`src/design/modexp_settings.svh`:
```
// Operand widths and the legality rule for the modular exponentiation engine
// Included by the package and by any RTL file that sizes ports from these values
`ifndef MODEXP_SETTINGS_SVH
`define MODEXP_SETTINGS_SVH

// Width of message, modulus and result
`define MODEXP_MOD_WIDTH 16

// Width of the exponent
`define MODEXP_EXP_WIDTH 4

// Smallest modulus that is computed rather than flagged
`define MODEXP_MIN_MODULUS 2

`endif

```
`src/design/modexp_pkg.sv`:
```
// Types passed between the request, exponentiation and result stages
// Referenced with scoped names from each stage
`default_nettype none
`include "modexp_settings.svh"

package modexp_pkg;

    // Message, modulus and result values
    typedef logic [`MODEXP_MOD_WIDTH-1:0] operand_t;

    // One pending job as held by the request slot
    typedef struct packed {
        operand_t                     message;
        operand_t                     modulus;
        logic [`MODEXP_EXP_WIDTH-1:0] exponent;
        logic                         invalid;
    } exp_job_t;

    // Finished job handed to the result stage
    typedef struct packed {
        operand_t value;
        logic     error;
    } exp_result_t;

    // Square-and-multiply sequencer states
    typedef enum logic [2:0] {
        seq_idle,
        seq_reduce,
        seq_multiply,
        seq_square,
        seq_step,
        seq_finish
    } seq_state_e;

endpackage

`default_nettype wire

```
`src/design/exp_sequencer.sv`:
```
// Right-to-left square-and-multiply control around the shared multiplier
// Takes one job from the request slot and reports it to the result stage
`timescale 1ns/1ps
`default_nettype none
`include "modexp_settings.svh"

module exp_sequencer (
    input  wire                         clk,
    input  wire                         rst,
    input  wire modexp_pkg::exp_job_t   job,
    input  wire                         job_valid,
    input  wire modexp_pkg::operand_t   mul_product,
    input  wire                         mul_done,
    output logic                        job_take,
    output logic                        mul_go,
    output modexp_pkg::operand_t        mul_a,
    output modexp_pkg::operand_t        mul_b,
    output modexp_pkg::operand_t        mul_mod,
    output modexp_pkg::exp_result_t     fin,
    output logic                        fin_valid,
    output logic                        seq_active
);

    modexp_pkg::seq_state_e         state;
    modexp_pkg::operand_t           mod_r;
    modexp_pkg::operand_t           base_r;
    modexp_pkg::operand_t           acc_r;
    logic [`MODEXP_EXP_WIDTH-1:0]   exp_r;
    logic                           err_r;

    assign job_take   = (state == modexp_pkg::seq_idle) && job_valid;
    assign seq_active = (state != modexp_pkg::seq_idle);
    assign fin_valid  = (state == modexp_pkg::seq_finish);
    assign fin.value  = acc_r;
    assign fin.error  = err_r;
    assign mul_mod    = mod_r;

    // Operand select per multiplication kind
    always_comb begin
        case (state)
            modexp_pkg::seq_reduce: begin
                // message * 1 mod m brings the base below m
                mul_a = base_r;
                mul_b = modexp_pkg::operand_t'(1);
            end
            modexp_pkg::seq_multiply: begin
                mul_a = acc_r;
                mul_b = base_r;
            end
            default: begin
                mul_a = base_r;
                mul_b = base_r;
            end
        endcase
    end

    always_ff @(posedge clk or posedge rst) begin
        if (rst) begin
            state  <= modexp_pkg::seq_idle;
            mul_go <= 1'b0;
        end else begin
            mul_go <= 1'b0;
            case (state)
                modexp_pkg::seq_idle: begin
                    if (job_valid) begin
                        if (job.invalid) begin
                            state <= modexp_pkg::seq_finish;
                        end else begin
                            state  <= modexp_pkg::seq_reduce;
                            mul_go <= 1'b1;
                        end
                    end
                end
                modexp_pkg::seq_reduce: begin
                    if (mul_done) begin
                        state <= modexp_pkg::seq_step;
                    end
                end
                modexp_pkg::seq_step: begin
                    if (exp_r == '0) begin
                        state <= modexp_pkg::seq_finish;
                    end else if (exp_r[0]) begin
                        state  <= modexp_pkg::seq_multiply;
                        mul_go <= 1'b1;
                    end else begin
                        state  <= modexp_pkg::seq_square;
                        mul_go <= 1'b1;
                    end
                end
                modexp_pkg::seq_multiply: begin
                    // Square always follows a multiply
                    if (mul_done) begin
                        state  <= modexp_pkg::seq_square;
                        mul_go <= 1'b1;
                    end
                end
                modexp_pkg::seq_square: begin
                    if (mul_done) begin
                        state <= modexp_pkg::seq_step;
                    end
                end
                default: begin
                    state <= modexp_pkg::seq_idle;
                end
            endcase
        end
    end

    // Job registers and running values
    always_ff @(posedge clk) begin
        if (job_take) begin
            mod_r  <= job.modulus;
            base_r <= job.message;
            exp_r  <= job.exponent;
            err_r  <= job.invalid;
            // 1 mod m is 1 for any legal modulus, invalid jobs report 0
            acc_r  <= job.invalid ? '0 : modexp_pkg::operand_t'(1);
        end else if (mul_done) begin
            case (state)
                modexp_pkg::seq_reduce:   base_r <= mul_product;
                modexp_pkg::seq_multiply: acc_r  <= mul_product;
                modexp_pkg::seq_square: begin
                    base_r <= mul_product;
                    exp_r  <= exp_r >> 1;
                end
                default: ;
            endcase
        end
    end

endmodule

`default_nettype wire

```
`src/design/modexp_top.sv`:
```
// Modular exponentiation engine: request slot, sequencer, multiplier, result register
// Drive start with the operands for one cycle; done pulses with result and error
`timescale 1ns/1ps
`default_nettype none
`include "modexp_settings.svh"

module modexp_top (
    input  wire                           clk,
    input  wire                           rst,
    input  wire                           start,
    input  wire modexp_pkg::operand_t     message,
    input  wire modexp_pkg::operand_t     modulus,
    input  wire [`MODEXP_EXP_WIDTH-1:0]   exponent,
    output wire                           busy,
    output wire                           done,
    output modexp_pkg::operand_t          result,
    output wire                           error
);

    modexp_pkg::exp_job_t    job;
    logic                    job_valid;
    logic                    job_take;
    logic                    mul_go;
    modexp_pkg::operand_t    mul_a;
    modexp_pkg::operand_t    mul_b;
    modexp_pkg::operand_t    mul_mod;
    modexp_pkg::operand_t    mul_product;
    logic                    mul_done;
    modexp_pkg::exp_result_t fin;
    logic                    fin_valid;
    logic                    seq_active;

    // Full slot or a job in progress
    assign busy = job_valid || seq_active;

    request_stage u_request (
        .clk       (clk),
        .rst       (rst),
        .start     (start),
        .message   (message),
        .modulus   (modulus),
        .exponent  (exponent),
        .job_take  (job_take),
        .job       (job),
        .job_valid (job_valid)
    );

    exp_sequencer u_sequencer (
        .clk         (clk),
        .rst         (rst),
        .job         (job),
        .job_valid   (job_valid),
        .mul_product (mul_product),
        .mul_done    (mul_done),
        .job_take    (job_take),
        .mul_go      (mul_go),
        .mul_a       (mul_a),
        .mul_b       (mul_b),
        .mul_mod     (mul_mod),
        .fin         (fin),
        .fin_valid   (fin_valid),
        .seq_active  (seq_active)
    );

    modmul_unit u_modmul (
        .clk         (clk),
        .rst         (rst),
        .mul_go      (mul_go),
        .mul_a       (mul_a),
        .mul_b       (mul_b),
        .mul_mod     (mul_mod),
        .mul_product (mul_product),
        .mul_done    (mul_done)
    );

    result_stage u_result (
        .clk       (clk),
        .rst       (rst),
        .fin       (fin),
        .fin_valid (fin_valid),
        .done      (done),
        .result    (result),
        .error     (error)
    );

endmodule

`default_nettype wire

```
`src/design/modmul_unit.sv`:
```
// Interleaved shift-add modular multiplier, one bit of mul_a per cycle
// Pulse mul_go with stable operands below mul_mod; mul_done follows W+1 cycles later
`timescale 1ns/1ps
`default_nettype none
`include "modexp_settings.svh"

module modmul_unit (
    input  wire                       clk,
    input  wire                       rst,
    input  wire                       mul_go,
    input  wire modexp_pkg::operand_t mul_a,
    input  wire modexp_pkg::operand_t mul_b,
    input  wire modexp_pkg::operand_t mul_mod,
    output modexp_pkg::operand_t      mul_product,
    output logic                      mul_done
);

    localparam int W  = `MODEXP_MOD_WIDTH;
    localparam int CW = $clog2(W);

    logic                 running;
    logic [CW-1:0]        bit_cnt;
    modexp_pkg::operand_t a_q;
    modexp_pkg::operand_t b_q;
    modexp_pkg::operand_t m_q;

    // Extra top bit absorbs the carry of doubling and of adding b
    logic [W:0] acc_q;
    logic [W:0] dbl;
    logic [W:0] dbl_red;
    logic [W:0] sum;
    logic [W:0] sum_red;
    logic [W:0] acc_next;

    // acc < m on entry, so each step needs at most one subtraction
    always_comb begin
        dbl      = acc_q + acc_q;
        dbl_red  = (dbl >= {1'b0, m_q}) ? dbl - {1'b0, m_q} : dbl;
        sum      = dbl_red + {1'b0, b_q};
        sum_red  = (sum >= {1'b0, m_q}) ? sum - {1'b0, m_q} : sum;
        acc_next = a_q[W-1] ? sum_red : dbl_red;
    end

    assign mul_product = acc_q[W-1:0];

    // Control: W processing cycles after the go cycle
    always_ff @(posedge clk or posedge rst) begin
        if (rst) begin
            running  <= 1'b0;
            bit_cnt  <= '0;
            mul_done <= 1'b0;
        end else begin
            mul_done <= 1'b0;
            if (mul_go) begin
                running <= 1'b1;
                bit_cnt <= CW'(W - 1);
            end else if (running) begin
                bit_cnt <= bit_cnt - 1'b1;
                if (bit_cnt == '0) begin
                    running  <= 1'b0;
                    mul_done <= 1'b1;
                end
            end
        end
    end

    // Datapath, scanning a from its MSB
    always_ff @(posedge clk) begin
        if (mul_go) begin
            a_q   <= mul_a;
            b_q   <= mul_b;
            m_q   <= mul_mod;
            acc_q <= '0;
        end else if (running) begin
            a_q   <= a_q << 1;
            acc_q <= acc_next;
        end
    end

    // Only one multiplication in flight
    assert property (@(posedge clk) disable iff (rst) mul_go |-> !running)
        else $error("modmul_unit: mul_go while a multiplication is running");

    // Operands from the sequencer must already be reduced
    assert property (@(posedge clk) disable iff (rst)
                     mul_go |-> (mul_a < mul_mod || mul_b == 1) && mul_b < mul_mod)
        else $error("modmul_unit: operand not below the modulus");

endmodule

`default_nettype wire

```
`src/design/request_stage.sv`:
```
// One-entry job slot in front of the sequencer
// Accepts a start only when empty and flags an illegal modulus on capture
`timescale 1ns/1ps
`default_nettype none
`include "modexp_settings.svh"

module request_stage (
    input  wire                               clk,
    input  wire                               rst,
    input  wire                               start,
    input  wire modexp_pkg::operand_t         message,
    input  wire modexp_pkg::operand_t         modulus,
    input  wire [`MODEXP_EXP_WIDTH-1:0]       exponent,
    input  wire                               job_take,
    output modexp_pkg::exp_job_t              job,
    output logic                              job_valid
);

    logic accept;
    logic mod_too_small;

    // Starts arriving while the slot is full are dropped
    assign accept = start && !job_valid;

    assign mod_too_small = (modulus < modexp_pkg::operand_t'(`MODEXP_MIN_MODULUS));

    // Slot occupancy
    always_ff @(posedge clk or posedge rst) begin
        if (rst) begin
            job_valid <= 1'b0;
        end else if (job_take) begin
            job_valid <= 1'b0;
        end else if (accept) begin
            job_valid <= 1'b1;
        end
    end

    // Job contents, only meaningful while job_valid is high
    always_ff @(posedge clk) begin
        if (accept) begin
            job.message  <= message;
            job.modulus  <= modulus;
            job.exponent <= exponent;
            job.invalid  <= mod_too_small;
        end
    end

    // Sequencer may only take a job that is actually there
    assert property (@(posedge clk) disable iff (rst) job_take |-> job_valid)
        else $error("request_stage: job_take without a pending job");

endmodule

`default_nettype wire

```
`src/design/result_stage.sv`:
```
// Output register for finished jobs
// Holds result and error between completions and pulses done once per job
`timescale 1ns/1ps
`default_nettype none

module result_stage (
    input  wire                           clk,
    input  wire                           rst,
    input  wire modexp_pkg::exp_result_t  fin,
    input  wire                           fin_valid,
    output logic                          done,
    output modexp_pkg::operand_t          result,
    output logic                          error
);

    always_ff @(posedge clk or posedge rst) begin
        if (rst) begin
            done   <= 1'b0;
            result <= '0;
            error  <= 1'b0;
        end else begin
            done <= fin_valid;
            if (fin_valid) begin
                result <= fin.value;
                error  <= fin.error;
            end
        end
    end

    // Sequencer leaves finish after one cycle, so done is always a single pulse
    assert property (@(posedge clk) disable iff (rst) done |=> !done)
        else $error("result_stage: done held for more than one cycle");

    // Error results carry a zero value
    assert property (@(posedge clk) disable iff (rst) done && error |-> result == '0)
        else $error("result_stage: error reported with a nonzero result");

endmodule

`default_nettype wire

```
`config.mk`:
```
export PLATFORM = sky130hd
export DESIGN_NAME = modexp_top
export DESIGN_NICKNAME = d
export VERILOG_FILES = /design/src/design/modexp_pkg.sv /design/src/design/exp_sequencer.sv /design/src/design/modexp_top.sv /design/src/design/modmul_unit.sv /design/src/design/request_stage.sv /design/src/design/result_stage.sv
export VERILOG_INCLUDE_DIRS = /design/src /design/src/design
export SDC_FILE = /design/constraint.sdc
export NUM_CORES = 1
export LEC_CHECK = 0
export ABC_AREA = 0
export BUFFER_PORTS_ARGS = -buffer_cell sky130_fd_sc_hd__buf_4
export CORE_MARGIN = 1
export CORE_UTILIZATION = 55
export DETAILED_ROUTE_END_ITERATION = 7
export GPL_TIMING_DRIVEN = 0
export PLACE_DENSITY = 0.74
export REMOVE_ABC_BUFFERS = 1
export SYNTH_ARGS = -nofsm -noshare
export SYNTH_HDL_FRONTEND = slang
export SYNTH_SLANG_ARGS = --single-unit
```
`constraint.sdc`:
```
create_clock -name clk -period 5.95 [get_ports clk]
set_clock_uncertainty 0.15 [all_clocks]
set_input_delay 0.8925 -clock clk [delete_from_list [all_inputs] [get_ports clk]]
set_output_delay 0.8925 -clock clk [all_outputs]
set_load 0.01 [all_outputs]
```
* Word-level counts from Yosys, hierarchy flattened
Cells that the tools add are included. Widths: inputs -> output; s select.
Operators by class: $add $sub $neg 5, equal/unequal tests 8, multiplexer cells 38, reductions and logical operators 19, $lt $le $gt $ge 3
Operators by type and width (count):
- $mux 16 | 9
- $mux 17 | 3
- $ge 17x16->1 | 2
- $sub 17x16->17 | 2
- $mux 4 | 5
- $add 17x16->17 | 1
- $add 17x17->17 | 1
- $lt 16x2->1 const B | 1
- $mux 3 | 5
- $mux 1 | 14
- $pmux 3 s4 | 1
- $reduce_bool 2->1 | 6
- $logic_not 4->1 | 2
- $eq 3x2->1 const B | 2
- $eq 3x3->1 const B | 2
- $reduce_and 2->1 | 3
- $ne 2x1->1 const B | 2
- $sub 4x1->4 const B | 1
- $eq 3x1->1 const B | 1
- $logic_not 3->1 | 1
- $pmux 1 s3 | 1
- $reduce_and 3->1 | 1
- $reduce_bool 3->1 | 1
- $logic_and 1x1->1 | 2
- 4 further kinds | 4
Storage, ports and cells: word-level logic and storage cells 95, flip-flop bits (word level) 184, output and inout port bits 19, input port bits 39

* Longest topological paths before layout
Gate-level depths: netlist of the first run.
depth after elaboration 7, gate-level depth with buffers 31, gate-level depth less buffers 28

* Modules after synthesis
From an unflattened synthesis of the first run, not the netlist that was laid out.
Unflattened totals: cell total of the unflattened synthesis 824, area total of the unflattened synthesis 9808.2 um^2
By module, submodules not included:
- modmul_unit | area an instance 5372.7 um^2, sequential area each 1911.8 um^2, cells an instance 567, instances 1
- exp_sequencer | area an instance 2528.7 um^2, sequential area each 1691.6 um^2, cells an instance 171, instances 1
- request_stage | area an instance 1186.1 um^2, sequential area each 1136.1 um^2, cells an instance 47, instances 1
- result_stage | area an instance 714.4 um^2, sequential area each 450.4 um^2, cells an instance 38, instances 1
- modexp_top | area an instance 6.3 um^2, sequential area each 0.0 um^2, cells an instance 1, instances 1

* Least setup slack after synthesis of the first run
No wires, ideal clock.
path type reg-to-reg, start register u_modmul.m_q[1], end register u_modmul.acc_q[8], clock period less this slack 6.100 ns, library setup time 0.122 ns, data required time 5.678 ns, slack -0.150 ns, arrival time 5.828 ns, path buffers 2, cell stages (with the launch flop) 31, cells stage by stage edfxtp_1 > inv_1 > ha_1 > nor2b_1 > o31a_1 > o31ai_2 > nand3_1 > a211o_1 > buf_2 > and2_1 > ha_1 > inv_1 > fa_1 > nor2b_1 > o31a_1 > o221ai_1 > a21oi_1 > o21a_1 > nor2_1 > xnor2_1 > ha_1 > a21oi_1 > o21bai_1 > a221o_1 > a21o_1 > nor4b_2 > a211oi_1 > buf_2 > or4_1 > o31ai_1 > o21ai_1
Between the ends: word-level cells in the longest chain between the ends 6, elaborated cells on any way between the ends 8, classes of those cells add/sub (3); order compare (2); mux (3)
Ends and longest elaborated chain:
- start, declared | line modmul_unit.sv:25 | modexp_pkg::operand_t m_q;
- start signal, assigned | line modmul_unit.sv:72 | m_q <= mul_mod;
- $sub 17x16->17 or $ge 17x16->1 (tied branches) | line modmul_unit.sv:38 | dbl_red = (dbl >= {1'b0, m_q}) ? dbl - {1'b0, m_q} : dbl;
- $mux 17 | line modmul_unit.sv:38
- $add 17x16->17 | line modmul_unit.sv:39 | sum = dbl_red + {1'b0, b_q};
- $sub 17x16->17 or $ge 17x16->1 (tied branches) | line modmul_unit.sv:40 | sum_red = (sum >= {1'b0, m_q}) ? sum - {1'b0, m_q} : sum;
- $mux 17 | line modmul_unit.sv:40
- $mux 17 (*) | line modmul_unit.sv:41 | acc_next = a_q[W-1] ? sum_red : dbl_red;
- end signal, assigned | line modmul_unit.sv:76 | acc_q <= acc_next;
- end, declared | line modmul_unit.sv:28 | logic [W:0] acc_q;
Mark *: on every way between the ends. The rest lies on a longest branch, timed or not. A chain may end at the register's enable or synchronous reset.

* Worst setup path in the final report of the first run
start register u_modmul.m_q[1], end register u_modmul.acc_q[10]
Same word-level chain as after synthesis.

==> run summary, run 1 <==
outcome: finished with violations
failing checks: setup timing
die area: 17500 µm²
post-DP HPWL: 14.3 mm
Unique masters post-synth: 63
Post-Route WL: 22.1 mm
FF+latch count, synth: 183
Worst Path Arrival: 6380 ps
CP startpoint kind: flop
Pre-antenna DRT Iters: 7
Die W: 132 µm
Worst Hold Depth: 0
CTS tree: yes
Mapped Cells: 843
largest family of logic cells by synthesized area: compound AO/OA/AOI/OAI gates
r2r setup slk: -280 ps
CTS Buf Count: 17
# DRC: 0
EDFF count, synth: 138
fin worst setup slack: -277 ps
synthesized area per cell: 11.1 µm²
initial antenna violation count: 0
met3 Use GR: 0.0408
# IOs: 58
met2 Track Usage GR: 0.427
Slew @ Worst Pin: 1310 ps
Clock transition at path regs: 70 ps
slowest CP cell: o41ai_1
routed via count: 6889
GRT overflow: 0
area delta synth->final: 22.7%
placed instance count: 1098
First DRT Iteration DRCs: 463
grt met1 use: 0.319
RePlAce Congestion: 0.898
most common cell after layout, fill and taps aside: edfxtp_1
final clock period utilization by the worst path: 1.05
Crit Reg-Reg Startpoint: u_modmul.m_q[1]
Post-Syn Area: 9350 µm²
Crit Path Max Fanout: 6
# hold bufs at CTS: 0
xor-xnor portion of the synthesized cell area: 0.0347
largest net degree at the start of global routing: 42
Clock Tree Buf Depth: 2
Layout Nets: 1031
Crit path required time: 6100 ps
worst hold path class: flop to flop
Routed Antenna Nets: 0
fraction of layout cells with a size suffix above 1: 0.232
crit path launch: u_modmul.m_q[1]
adder-cell share of the synthesized area: 0.0720
max-slew violations: 0
R2R depth: 28
CTS root buffer: clkbuf_16
Synth Area in Simple Gates: 0.131
Slew HR: 0.123
fin crit period: 6230 ps
Hold Startpoint: u_request.job[18]
Max Clock Freq: 161 MHz
first-pass GRT wire length: 33.9 mm
Post-synth top flop: edfxtp_1
Fin. Hold Viols: 0
CTS Sinks: 183
Final Setup Violations: 16
global routing's busiest layer: met2
Max Cap Viol: 0
Total GRT Usage: 0.252
vias in the first global route: 6678
Post-Layout Cell Count: 1173
Die H: 132 µm
worst skew pair latency: 440 ps
RSZ-0062 raised after global routing: yes
FF-to-FF End: u_modmul.acc_q[10]
n_diodes: 0
initial core utilization: 0.564
Compound-Gate Fraction of Synth Area: 0.144
PortBufs: 57
WHS Endpoint: u_sequencer.mul_mod[13]
Synth warnings: 0
Core Area: 16600 µm²
mux contribution to synthesized area: 0.0344
CP Capture Type: flop
via/cell ratio: 5.87
CP max stage delay: 440 ps
commonest cells after routing, fill and taps aside: edfxtp_1, nand2_1, buf_4
number of H-tree levels: 4
Seq/Total Area, Yosys: 0.555
FP Rows: 47
critical path class: flop to flop
Avg WL per Cell: 18.9 µm
Synth async-reset ratio: 0.158
==> sequential cells by signal, indices dropped and copies added, names as in the netlist, 3 cells and up <==
signal,flops
u_modmul.a_q,16
u_modmul.acc_q,16
u_modmul.b_q,16
u_modmul.bit_cnt,4
u_modmul.m_q,16
u_request.job,37
u_result.result,16
u_sequencer.acc_r,16
u_sequencer.base_r,16
u_sequencer.exp_r,4
u_sequencer.mul_mod,16
u_sequencer.state,3
==> critical path, delay by kind of cell (launching register included) <==
kind,cells,cell delay (ps)
AOI/OAI and AO/OA,14,3020
xor gates and xnor gates,1,280
adders and majority gates,3,850
buffers and inverters,4,430
DFF,1,380
muxes,1,240
and+or+nand+nor,5,720
==> per-layer routing <==
layer  up-vias  part of all wire
met4         0             0.034
met1      3351              0.42
met2       207              0.50
met5         -                 0
met3        55             0.042
li1       3276                 -
==> Yosys cell counts (6+ instances only) <==
master | number | share of area
dfrtp_1 | 29 | 0.078
mux2_2 | 9 | 0.011
ha_1 | 49 | 0.066
nor2b_1 | 23 | 0.015
nor4_1 | 6 | 0.0040
nand2_1 | 105 | 0.042
o21ai_0 | 50 | 0.027
nor2_1 | 58 | 0.023
o21ai_1 | 8 | 0.0043
dfxtp_1 | 16 | 0.034
nand2b_1 | 11 | 0.0074
clkbuf_1 | 22 | 0.0088
and2_1 | 16 | 0.011
o211ai_1 | 7 | 0.0056
mux2i_1 | 22 | 0.024
a21oi_1 | 56 | 0.030
inv_1 | 42 | 0.017
nand3_1 | 9 | 0.0048
xnor2_1 | 34 | 0.032
a211oi_1 | 7 | 0.0056
edfxtp_1 | 138 | 0.44
o21a_1 | 7 | 0.0056
a21o_1 | 26 | 0.021
==> cell type report <==
class	instances	area [µm²]
fill	1210	5110
sequential	183	5190
clock inverter	15	166
inverter	43	161
multi-input combinational	591	4360
tap	220	275
timing repair buffer	104	900
clock buffer	17	425
==> logic make-up (layout without fill, tap and decap cells) <==
group | after synthesis | after routing
compound gates | 211 | 212
simple gates | 259 | 259
buf+inv | 70 | 179
flops | 183 | 183
fa+ha+maj | 52 | 52
mux | 31 | 31
xor+xnor | 37 | 37
==> per-stage QoR <==
| step | utilization | hold slack [ps] | instance area (µm²) | TNS (ps) | setup slack (ps) |
|---|---|---|---|---|---|
| after floorplan | - | 250 | 9240 | -9680 | -924 |
| after global placement | 0.600 | 251 | 9950 | -30920 | -2280 |
| after detailed placement | 0.606 | 255 | 10000 | -17010 | -1360 |
| after CTS | 0.676 | 269 | 11200 | -3120 | -284 |
| after global routing | 0.692 | 277 | 11500 | -6070 | -458 |
| final | 0.692 | 266 | 11500 | -3050 | -277 |
==> repair_timing <==
action,CTS,global route
resized for setup,69,26
pin swaps,48,29
cloned,1,0
buffers inserted,29,11
endpoints found under the setup margin,16,16
==> worst max-delay path by stage <==
stage | slack, ps | to | depth (start not counted)
2_1_floorplan | -920 | u_modmul.acc_q[2] | 27
3_3_place_gp | -2280 | u_modmul.acc_q[2] | 24
3_5_place_dp | -1360 | u_modmul.acc_q[3] | 28
4_1_cts | -280 | u_modmul.acc_q[8] | 28
5_1_grt | -460 | u_modmul.acc_q[2] | 30
6_report | -280 | u_modmul.acc_q[10] | 28
Power of run 1 is left out: the tool's default activity adds up to more than one toggle a clock period on the data nets, which glitch-free logic cannot reach.
==> run 2: changes to the inputs <==
--- a/config.mk
+++ b/config.mk
@@ -9,11 +9,13 @@
 export ABC_AREA = 0
 export BUFFER_PORTS_ARGS = -buffer_cell sky130_fd_sc_hd__buf_4
 export CORE_MARGIN = 1
-export CORE_UTILIZATION = 55
+export CORE_UTILIZATION = 56
+export CTS_CLUSTER_SIZE = 14
 export DETAILED_ROUTE_END_ITERATION = 7
 export GPL_TIMING_DRIVEN = 0
-export PLACE_DENSITY = 0.74
+export PLACE_DENSITY = 0.75
 export REMOVE_ABC_BUFFERS = 1
 export SYNTH_ARGS = -nofsm -noshare
 export SYNTH_HDL_FRONTEND = slang
+export SYNTH_HIERARCHICAL = 1
 export SYNTH_SLANG_ARGS = --single-unit
==> run summary, run 2 <==
Synth top cells by count: edfxtp_1, a21oi_1, ha_1
Crit Path Max Fanout: 8
Synth warnings: 6
synthesized area per cell: 11.9 µm²
Die W: 134 µm
vias in the first global route: 7145
# IOs: 58
Post-synth top flop: edfxtp_1
# hold bufs at CTS: 0
Routed Antenna Nets: 0
Seq/Total Area, Yosys: 0.529
RePlAce Congestion: 0.955
initial antenna violation count: 0
Pre-antenna DRT Iters: 7
n_diodes: 0
First DRT Iteration DRCs: 573
CTS root buffer: clkbuf_16
cell taking the most area after synthesis: edfxtp_1
Unique masters post-synth: 83
multi-input logic area: 4730 µm²
EDFF count, synth: 138
Mapped Cells: 824
GRT overflow: 0
CP startpoint kind: flop
Crit Reg-Reg Startpoint: u_modmul/acc_q[10]
outcome: finished clean
most instantiated library cell after synthesis: edfxtp_1
number of H-tree levels: 4
fin crit period: 5830 ps
via/cell ratio: 6.21
FF-to-FF End: u_modmul/acc_q[6]
Max Cap Viol: 0
hold_ws: 172 ps
final clock period utilization by the worst path: 0.980
max-slew violations: 0
fin worst setup slack: 121 ps
post-DP HPWL: 16.2 mm
worst skew pair latency: 430 ps
Synth async-reset ratio: 0.158
fraction of layout cells with a size suffix above 1: 0.270
CTS Buf Count: 17
Post-Route WL: 23.5 mm
# DRC: 0
Final Setup Violations: 0
Fin. Hold Viols: 0
commonest cells after routing, fill and taps aside: edfxtp_1, buf_4, a21oi_1
first-pass GRT wire length: 36.5 mm
initial core utilization: 0.571
Clock Tree Buf Depth: 2
Synth area leaders: edfxtp_1, dfrtp_1, ha_1
Layout Nets: 992
CP Capture Type: flop
Core Area: 17200 µm²
PortBufs: 57
FF+latch count, synth: 183
worst hold path class: input port to asynchronous set/reset pin
Die H: 134 µm
register area: 5190 µm²
worst slack, placed: -1530 ps
Total GRT Usage: 0.268
Worst Path Arrival: 6000 ps
Synth top area share: 0.423
critical path class: flop to flop
CTS tree: yes
largest net degree at the start of global routing: 31
area delta synth->final: 18.9%
max reg flops: 37
Layout fillers: 1297
RSZ-0062 raised after global routing: yes
FP Rows: 48
Clock transition at path regs: 70 ps
CTS Sinks: 183
Crit path required time: 6120 ps
Slew HR: 0.337
Post-Syn Area: 9810 µm²
routed via count: 7076
most common cell after layout, fill and taps aside: edfxtp_1
Largest Register: u_request/job
Max Clock Freq: 172 MHz
r2r setup slk: 120 ps
die area: 18000 µm²
Slew @ Worst Pin: 989 ps
R2R depth: 22
Avg WL per Cell: 20.6 µm
post-layout util: 0.679
-- run 2: timing repair --
action | CTS | global route
pin swaps | 9 | 18
resized for setup | 22 | 58
setup buffers | 9 | 13
cloned | 1 | 0
endpoints found under the setup margin | 16 | 16
-- run 2: cell families after synthesis --
logic type,count (synthesis),share of synthesized area
mux,60,0.0723
flops,183,0.529
buf+inv,73,0.0337
simple gates,213,0.118
fa+ha+maj,52,0.0686
xor+xnor,37,0.0346
compound gates,206,0.144
-- run 2: critical path: stages, from the launching register on --
cell and delay [ps]:
dfxtp_1 370, ha_2 400, nand4_1 160, nor3_2 230
o211ai_1 130, buf_4 170, o211ai_4 140, buf_4 170
buf_6 120, mux2_2 360, ha_2 310, a211o_1 290
o31a_4 390, a21boi_4 210, xnor2_4 170, ha_4 260
a21oi_2 130, o21ai_1 70, a211o_2 390, o2111ai_4 260
nand2_4 110, or4_4 480, a32o_1 250
-- run 2: cell type report --
type | instances | share of cell area
Tap cell | 225 | 0.0241
Timing Repair Buffer | 87 | 0.0620
Clock buffer | 21 | 0.0378
Inverter | 43 | 0.0138
Multi-Input combinational cell | 569 | 0.405
Sequential cell | 183 | 0.445
Clock inverter | 11 | 0.0117
-- run 2: layer usage --
metal  wire [µm]  up-vias  part of all wire  global-route usage
li1            -     3241                 -                   -
met1        9630     3473              0.41               0.333
met2       11600      282              0.49               0.448
met3        1270       80             0.054              0.0514
met4         980        0             0.042               0.130
met5           0        -                 0                   0
-- run 2: per-stage QoR --
| stage | TNS, ps | std cells | area (µm²) |
|---|---|---|---|
| after floorplan | 0 | 794 | 9640 |
| after global placement | -18680 | 1076 | 10300 |
| after detailed placement | -20380 | 1084 | 10500 |
| after CTS | 0 | 1126 | 11300 |
| after global routing | -391 | 1139 | 11700 |
| final | 0 | 1139 | 11700 |
-- run 2: worst max-delay path by stage --
stage,from,cells past startpoint,endpoint,slack (ps)
2_1_floorplan,u_modmul/m_q[6],22,u_modmul/acc_q[6],30
3_3_place_gp,u_modmul/m_q[6],20,u_modmul/acc_q[6],-1420
3_5_place_dp,u_modmul/acc_q[5],19,u_modmul/acc_q[6],-1530
4_1_cts,u_modmul/m_q[1],22,u_modmul/acc_q[6],9
5_1_grt,u_modmul/m_q[5],23,u_modmul/acc_q[6],-80
6_report,u_modmul/acc_q[10],22,u_modmul/acc_q[6],120
Power of run 2 is left out for the same reason.
==> run 3: changes to the inputs <==
--- a/config.mk
+++ b/config.mk
@@ -14,7 +14,6 @@
 export DETAILED_ROUTE_END_ITERATION = 7
 export GPL_TIMING_DRIVEN = 0
 export PLACE_DENSITY = 0.75
-export REMOVE_ABC_BUFFERS = 1
 export SYNTH_ARGS = -nofsm -noshare
 export SYNTH_HDL_FRONTEND = slang
 export SYNTH_HIERARCHICAL = 1
==> run summary, run 3 (synthesis results as in run 2) <==
max reg flops: 37
Crit path required time: 6130 ps
Avg WL per Cell: 20.8 µm
Layout Nets: 1011
initial antenna violation count: 0
initial core utilization: 0.571
First DRT Iteration DRCs: 845
# IOs: 58
commonest cells after routing, fill and taps aside: edfxtp_1, buf_4, a21oi_1
Max Clock Freq: 172 MHz
Core Area: 17200 µm²
number of H-tree levels: 4
RePlAce Congestion: 0.959
multi-input logic area: 4610 µm²
largest net degree at the start of global routing: 37
PortBufs: 57
slowest CP cell: or4_1
Slew HR: 0.406
n_diodes: 0
fraction of layout cells with a size suffix above 1: 0.264
area delta synth->final: 18.2%
CP Capture Type: flop
critical path cell sequence: inv_1 -> ha_1 -> buf_2 -> a21o_1 -> a211oi_4 -> o211ai_2 -> buf_8 -> mux2_2 -> ha_1 -> a21o_1 -> a2111oi_4 -> buf_4 -> o31ai_4 -> nor2_2 -> xnor2_2 -> ha_4 -> nand3_1 -> nor2_1 -> a211o_1 -> o2111ai_2 -> nand2_2 -> or4_1 -> a32o_1
final clock period utilization by the worst path: 0.975
GRT overflow: 0
Largest Register: u_request/job
via/cell ratio: 6.23
Fin. Hold Viols: 0
worst skew pair latency: 440 ps
Routed Antenna Nets: 0
CTS tree: yes
Total GRT Usage: 0.273
# hold bufs at CTS: 0
die area: 18000 µm²
FP Rows: 48
outcome: finished clean
register area: 5190 µm²
CP max stage delay: 490 ps
max-slew violations: 0
Slew @ Worst Pin: 891 ps
routed via count: 7220
Die W: 134 µm
Final Setup Violations: 0
CP startpoint kind: flop
CTS Buf Count: 17
critical path class: flop to flop
post-layout util: 0.675
# DRC: 0
Layout fillers: 1313
vias in the first global route: 7106
Synth Net Count: 915
CTS Sinks: 183
Post-Route WL: 24.1 mm
fin crit period: 5800 ps
first-pass GRT wire length: 37.2 mm
CP Buf/Inv Count: 4
Pre-antenna DRT Iters: 5
CTS root buffer: clkbuf_16
Clock transition at path regs: 70 ps
Crit Path Max Fanout: 10
post-DP HPWL: 16.7 mm
Die H: 134 µm
most common cell after layout, fill and taps aside: edfxtp_1
worst hold path class: input port to asynchronous set/reset pin
Clock Tree Buf Depth: 2
kind of cell adding the most delay to the critical path: compound AO/OA/AOI/OAI gates
Worst Path Arrival: 5980 ps
Max Cap Viol: 0
-- run 3: routing by layer --
layer | global-route usage | share of wire | up-vias
li1 | - | - | 3277
met1 | 0.354 | 0.41 | 3515
met2 | 0.455 | 0.49 | 344
met3 | 0.0397 | 0.069 | 84
met4 | 0.127 | 0.037 | 0
met5 | 0 | 0 | -
-- run 3: worst register-to-register path: cells and delay by family (launching register included) --
| family | cells | cell delay (ps) |
|---|---|---|
| AO/OA/AOI/OAI | 9 | 2090 |
| AND/OR/NAND/NOR | 5 | 920 |
| adder cells (fa/ha/maj) | 3 | 820 |
| buffers and inverters | 4 | 670 |
| flip-flops | 1 | 400 |
| XOR/XNOR | 1 | 350 |
| multiplexers | 1 | 310 |
-- run 3: final timing paths --
path | endpoint | depth (start not counted) | startpoint | slack [ps]
max in group asynchronous | u_result/result[15] | 2 | rst | 4700
setup reg to reg | u_modmul/acc_q[6] | 23 | u_modmul/m_q[14] | 150
hold / removal | u_request/job_valid | 2 | rst | 150
hold reg to reg | u_modmul/m_q[7] | 0 | u_sequencer/mul_mod[7] | 270
min in group clk | u_modmul/m_q[7] | 0 | u_sequencer/mul_mod[7] | 270
setup / recovery | u_modmul/acc_q[6] | 23 | u_modmul/m_q[14] | 150
-- run 3: through the flow --
stage / TNS [ps] / area [µm²] / setup WS, ps / std cells / hold slack, ps
2_1_floorplan: 0 / 9810 / 416 / 824 / 250
3_3_place_gp: -12010 / 10500 / -889 / 1106 / 251
3_5_place_dp: -12540 / 10600 / -915 / 1108 / 255
4_1_cts: 0 / 11300 / 9.02 / 1144 / 149
5_1_grt: -197 / 11600 / -52.5 / 1158 / 149
6_report: 0 / 11600 / 148 / 1158 / 153
-- run 3: timing repair --
| item | 4_1_cts | 5_1_grt |
|---|---|---|
| gates resized for setup | 28 | 52 |
| setup buffers | 4 | 14 |
| endpoints found under the setup margin | 16 | 16 |
| pin swaps | 7 | 21 |
-- run 3: final cells by class --
type                    instances  share of cell area
flip-flops and latches        183               0.448
clock inverters                13              0.0104
clock buffers                  19              0.0373
plain buffers                  30              0.0174
repair buffers                 77              0.0509
well taps                     225              0.0243
multi-input cells             568               0.398
inverters                      43              0.0139
Power of run 3 is left out for the same reason.
